$ cat src/mandel_pkg.sv
package mandel_pkg;

   //////////////////////////////////////////////////
   // Image and fixed-point format
   //////////////////////////////////////////////////

   // Signed 4.23 fixed point
   localparam int FIX_W  = 27;
   localparam int FRAC_W = 23;

   localparam int IMG_COLS   = 16;
   localparam int IMG_ROWS   = 12;
   localparam int COL_W      = $clog2(IMG_COLS);
   localparam int ROW_W      = $clog2(IMG_ROWS);
   localparam int NUM_PIXELS = IMG_ROWS * IMG_COLS;
   localparam int PIX_W      = $clog2(NUM_PIXELS);

   localparam int MAX_ITER = 255;
   localparam int COUNT_W  = 8;

   localparam int NUM_SOLVERS = 4;
   localparam int SOLVER_W    = (NUM_SOLVERS > 1) ? $clog2(NUM_SOLVERS) : 1;

   typedef logic signed [FIX_W-1:0] fix_t;
   typedef logic [COUNT_W-1:0]      count_t;
   typedef logic [SOLVER_W-1:0]     solver_idx_t;

   // 4.0 in the fixed-point format
   localparam fix_t ESCAPE_LIMIT = fix_t'(4 << FRAC_W);

   localparam logic [COL_W-1:0] LAST_COL   = COL_W'(IMG_COLS - 1);
   localparam logic [ROW_W-1:0] LAST_ROW   = ROW_W'(IMG_ROWS - 1);
   localparam logic [PIX_W-1:0] LAST_PIXEL = PIX_W'(NUM_PIXELS - 1);

   //////////////////////////////////////////////////
   // Bundles
   //////////////////////////////////////////////////

   typedef struct packed {
      fix_t x_0;
      fix_t x_step;
      fix_t y_0;
      fix_t y_step;
   } frame_job_t;

   typedef struct packed {
      logic [ROW_W-1:0] row;
      fix_t             y;
      fix_t             x_0;
      fix_t             x_step;
   } row_task_t;

   typedef struct packed {
      logic [ROW_W-1:0] row;
      logic [COL_W-1:0] col;
      count_t           count;
   } pixel_result_t;

   typedef enum logic [1:0] {IDLE, ITERATE, EMIT} solver_state_t;

   typedef enum logic [1:0] {WAIT_JOB, ISSUE, DRAIN} dispatch_state_t;

endpackage

$ cat src/row_dispatcher.sv
`timescale 1ns/10ps

module row_dispatcher (
   input  logic                                                CLOCK_50,
   input  logic                                                reset,
   input  logic                                                job_valid_i,
   input  mandel_pkg::frame_job_t                              job_i,
   output logic                                                job_ready_o,
   output logic [mandel_pkg::NUM_SOLVERS-1:0]                  task_valid_o,
   output mandel_pkg::row_task_t [mandel_pkg::NUM_SOLVERS-1:0] task_o,
   input  logic [mandel_pkg::NUM_SOLVERS-1:0]                  task_ready_i,
   input  logic                                                frame_done_i
);

   mandel_pkg::dispatch_state_t  state;
   mandel_pkg::frame_job_t       job_q;
   logic [mandel_pkg::ROW_W-1:0] next_row;
   mandel_pkg::fix_t             next_y;
   logic                         job_take;
   logic                         issue_fire;

   assign job_ready_o = (state == mandel_pkg::WAIT_JOB);
   assign job_take    = job_valid_i && job_ready_o;
   assign issue_fire  = |(task_valid_o & task_ready_i);

   // Offer the row only to the lowest-indexed ready solver
   always_comb begin
      logic taken;
      taken = 1'b0;
      task_valid_o = '0;
      for (int i = 0; i < mandel_pkg::NUM_SOLVERS; i++) begin
         if (state == mandel_pkg::ISSUE && task_ready_i[i] && !taken) begin
            task_valid_o[i] = 1'b1;
            taken = 1'b1;
         end
      end
   end

   always_comb begin
      for (int i = 0; i < mandel_pkg::NUM_SOLVERS; i++) begin
         task_o[i].row    = next_row;
         task_o[i].y      = next_y;
         task_o[i].x_0    = job_q.x_0;
         task_o[i].x_step = job_q.x_step;
      end
   end

   always_ff @(posedge CLOCK_50) begin
      if (reset) begin
         state    <= mandel_pkg::WAIT_JOB;
         next_row <= '0;
      end else begin
         case (state)
            mandel_pkg::WAIT_JOB: begin
               if (job_take) begin
                  next_row <= '0;
                  state    <= mandel_pkg::ISSUE;
               end
            end
            mandel_pkg::ISSUE: begin
               if (issue_fire) begin
                  next_row <= next_row + 1'b1;
                  if (next_row == mandel_pkg::LAST_ROW)
                     state <= mandel_pkg::DRAIN;
               end
            end
            mandel_pkg::DRAIN: begin
               if (frame_done_i)
                  state <= mandel_pkg::WAIT_JOB;
            end
            default: state <= mandel_pkg::WAIT_JOB;
         endcase
      end
   end

   // Job copy and running y value
   always_ff @(posedge CLOCK_50) begin
      if (job_take) begin
         job_q  <= job_i;
         next_y <= job_i.y_0;
      end else if (issue_fire) begin
         next_y <= next_y + job_q.y_step;
      end
   end

endmodule

$ cat config.mk
export PLATFORM = sky130hd
export DESIGN_NAME = row_dispatcher
export DESIGN_NICKNAME = d
export VERILOG_FILES = /design/src/mandel_pkg.sv /design/src/row_dispatcher.sv
export SDC_FILE = /design/constraint.sdc
export NUM_CORES = 1
export LEC_CHECK = 0
export BUFFER_PORTS_ARGS = -buffer_cell sky130_fd_sc_hd__buf_2
export CAP_MARGIN = 30
export CORE_AREA = 2 2 177 179
export CTS_BUF_LIST = sky130_fd_sc_hd__clkbuf_4 sky130_fd_sc_hd__clkbuf_8
export DETAILED_ROUTE_END_ITERATION = 6
export DIE_AREA = 0 0 179 181
export HOLD_SLACK_MARGIN = 0.03
export PLACE_DENSITY_LB_ADDON = 0.3
export SLEW_MARGIN = 20
export SYNTH_ARGS = -nofsm -noshare
export SYNTH_HDL_FRONTEND = slang
export SYNTH_SLANG_ARGS = --single-unit
export TNS_END_PERCENT = 50
$ cat constraint.sdc
create_clock -name CLOCK_50 -period 9.4 [get_ports CLOCK_50]
set_clock_uncertainty 0.2 [all_clocks]
set_input_delay 0.94 -clock CLOCK_50 [delete_from_list [all_inputs] [get_ports CLOCK_50]]
set_output_delay 0.94 -clock CLOCK_50 [all_outputs]
set_load 0.02 [all_outputs]
==> impl_metrics.env <==
export IMPL_endpoint="next_y[26]"
export IMPL_path_clk_slew_ns=0.08
export IMPL_first_pass_iters=4
export IMPL_critPathMaxFanout=5
export IMPL_rsz0062_at_grt="false"
export IMPL_drv_slew=0
export IMPL_cts_inserted_buffers=17
export IMPL_max_freq_mhz=328
export IMPL_critPathLaunchType="register"
export IMPL_powerDensity_mw_per_mm2=236
export IMPL_cts_sinks=114
export IMPL_synth_flop_cell="edfxtp_1"
export IMPL_worst_pin_slew_ns=0.759
export IMPL_p_leak_nw=4.01
export IMPL_reg2reg_slack_ns=6.35
export IMPL_yosysTopAreaCell="edfxtp_1"
export IMPL_start_util=0.250
export IMPL_finalHoldViolCount=0
export IMPL_drcViolationCount=0
export IMPL_pin_count=461
export IMPL_drt_total_wl_mm=21.0
export IMPL_wl_met1_mm=8.39
export IMPL_dieHeight_um=181
export IMPL_reg2reg_to="next_y[26]"
export IMPL_syn_num_nets=861
export IMPL_netlist_top_cells_area="edfxtp_1 43%, buf_4 31%, ha_1 4.5%"
export IMPL_cts_resized=0
export IMPL_synth_warnings=0
export IMPL_synthToLayoutAreaGrowth_pct=12.2
export IMPL_htree_num_levels=4
export IMPL_routabilityCongestion=0.749
export IMPL_core_mm2=0.0303
export IMPL_status="finished clean"
export IMPL_rr_startpoint="next_y[17]"
export IMPL_die_w_um=179
export IMPL_hold_buffers=0
export IMPL_track_usage=0.124
export IMPL_r2r_cells=8
export IMPL_clockBufferDepth=2
export IMPL_ys_seq_elements=114
export IMPL_cts_tree="done"
export IMPL_fin_nets=1025
export IMPL_synth_top_area_frac=0.428
export IMPL_hpwl_mm=16.5
export IMPL_maxSlewHeadroom=0.494
export IMPL_crit_arrival_ns=3.14
export IMPL_drive_gt1_frac=0.570
export IMPL_netlist_area_mm2=0.00758
export IMPL_setup_viol=0
export IMPL_wl_met3_mm=1.89
export IMPL_num_rows=64
export IMPL_top_layer="met5"
export IMPL_grt_pass1_wl_mm=29.4
export IMPL_clockRootBuffer="clkbuf_8"
export IMPL_synth_cell_types=56
export IMPL_grt_max_degree=65
export IMPL_place_port_buffers=460
export IMPL_synth_seq_area_share=0.444
export IMPL_antenna_found_initial=4
export IMPL_avgSynthCellArea_um2=10.6
export IMPL_utilization=0.280
export IMPL_synth_edf_count=108
export IMPL_timing_worst_setup_path_type="reg -> reg"
export IMPL_nFillCells=3296
export IMPL_drt_iter0_markers=157
export IMPL_min_period_ns=3.05
export IMPL_path_common_cell="a21oi_1"
export IMPL_grt_overflow_total=0
export IMPL_cp_end_kind="register"
export IMPL_synth_cells=717
export IMPL_postCtsSetupBuffers=0
export IMPL_route_vias_total=5234
export IMPL_via_per_inst=4.05
export IMPL_synthMostInstantiatedCell="buf_4"
export IMPL_slowest_stage="edfxtp_1"
export IMPL_slowest_delay_ns=0.56
export IMPL_path_cells="ha_1, a21oi_1, o21ai_0, a2111o_1, o21ba_2, a21oi_1, mux2_2, a21oi_1"
export IMPL_synthTopCellsByCount="309 x buf_4, 108 x edfxtp_1, 40 x nand2_1, 37 x nor2_1, 32 x a21oi_1"
export IMPL_maxCapViolCount=0
export IMPL_hold_class="reg -> reg"
export IMPL_clk_latency_ns=0.46
export IMPL_postRouteAntennaNets=0
export IMPL_grt_pass1_vias=4761
export IMPL_die_area_mm2=0.0324
export IMPL_wl_per_cell_um=16.2
export IMPL_fin_tns_setup_ns=0
export IMPL_vdd_ir_drop_max_v=0.0000912
export IMPL_required_ns=9.49
export IMPL_dr_wl_met2_mm=10.4
export IMPL_startpoint="next_y[17]"
export IMPL_synth_async_reset_ratio=0
export IMPL_finalCritPeriodShare=0.324
stage by stage:
step	instance area [um2]	hold slack (ns)	std cells	power [mW]	worst slack, ns
floorplan	7580	0.236	717	1.39	4.77
global placement	8040	0.253	1258	1.48	5.80
detailed placement	8040	0.270	1258	1.48	5.79
CTS	8500	0.284	1290	2.05	6.30
global route	8500	0.313	1290	2.14	6.09
finish	8500	0.287	1291	2.01	6.35
flip-flops by register name, indices dropped and copies added, names as in the netlist:
register  cells
job_q        27
next_row      4
next_y       27
state         2
task_o       54
cell families (layout without fill, tap and decap cells):
family	after synthesis	count (layout)	share of synthesized area
AND/OR/NAND/NOR	122	122	0.0751
AO/OA/AOI/OAI	105	105	0.0959
flip-flops	114	114	0.444
adder cells (fa/ha/maj)	28	28	0.0472
other	0	1	0
XOR/XNOR	14	14	0.0162
buffers and inverters	331	508	0.318
multiplexers	3	3	0.00413
worst min-delay path by stage:
stage / startpoint / end / slack [ns] / cells after the start
after global routing: state[1] / state[0] / 0.31 / 1
after detailed placement: state[1] / state[0] / 0.27 / 1
after global placement: state[1] / state[0] / 0.25 / 1
after CTS: state[1] / state[0] / 0.28 / 1
final: state[1] / state[0] / 0.29 / 1
after floorplan: state[1] / state[0] / 0.24 / 1
where the power goes:
group	leakage, nW	switching (mW)	internal (mW)
clock	0.217	0.225	0.321
combinational	2.71	0.494	0.267
sequential	1.09	0.0715	0.630
total	4.01	0.791	1.22
cell type report:
cell class | instances | area [um2] | area share
tap | 396 | 495 | 0.0583
timing repair buffer | 463 | 2320 | 0.273
sequential | 114 | 3360 | 0.395
inverter | 13 | 51.3 | 0.00603
antenna | 1 | 2.50 | 0.000294
clock buffer | 19 | 249 | 0.0293
multi-input combinational | 272 | 1810 | 0.213
clock inverter | 13 | 210 | 0.0247
placed cells by master (no fill, tap or decap), types with 5 or more instances in the layout:
master	Yosys	routed
o21ai_0	18	18
xor2_1	10	10
a211oi_1	5	5
a21oi_1	32	32
edfxtp_1	108	108
o21a_1	7	7
bufinv_16	0	5
o31ai_1	6	6
nand3_1	7	7
inv_1	13	12
a21o_1	13	13
clkbuf_8	0	17
dfxtp_1	6	6
nor3_1	11	11
nor2_1	37	37
ha_1	27	27
nand2_1	40	40
buf_2	0	460
routing by layer:
metal | GRT usage | vias to the layer above
li1 | - | 2504
met1 | 0.139 | 2439
met2 | 0.216 | 266
met3 | 0.0486 | 19
met4 | 0.0335 | 6
met5 | 0 | -
critical path, delay by kind of cell, from the launching register on:
family	cells	cell delay (ns)
DFF	1	0.56
AOI/OAI and AO/OA	6	1.36
muxes	1	0.35
adders and majority gates	1	0.42
Note: power is estimated with default switching activity, not from simulation.
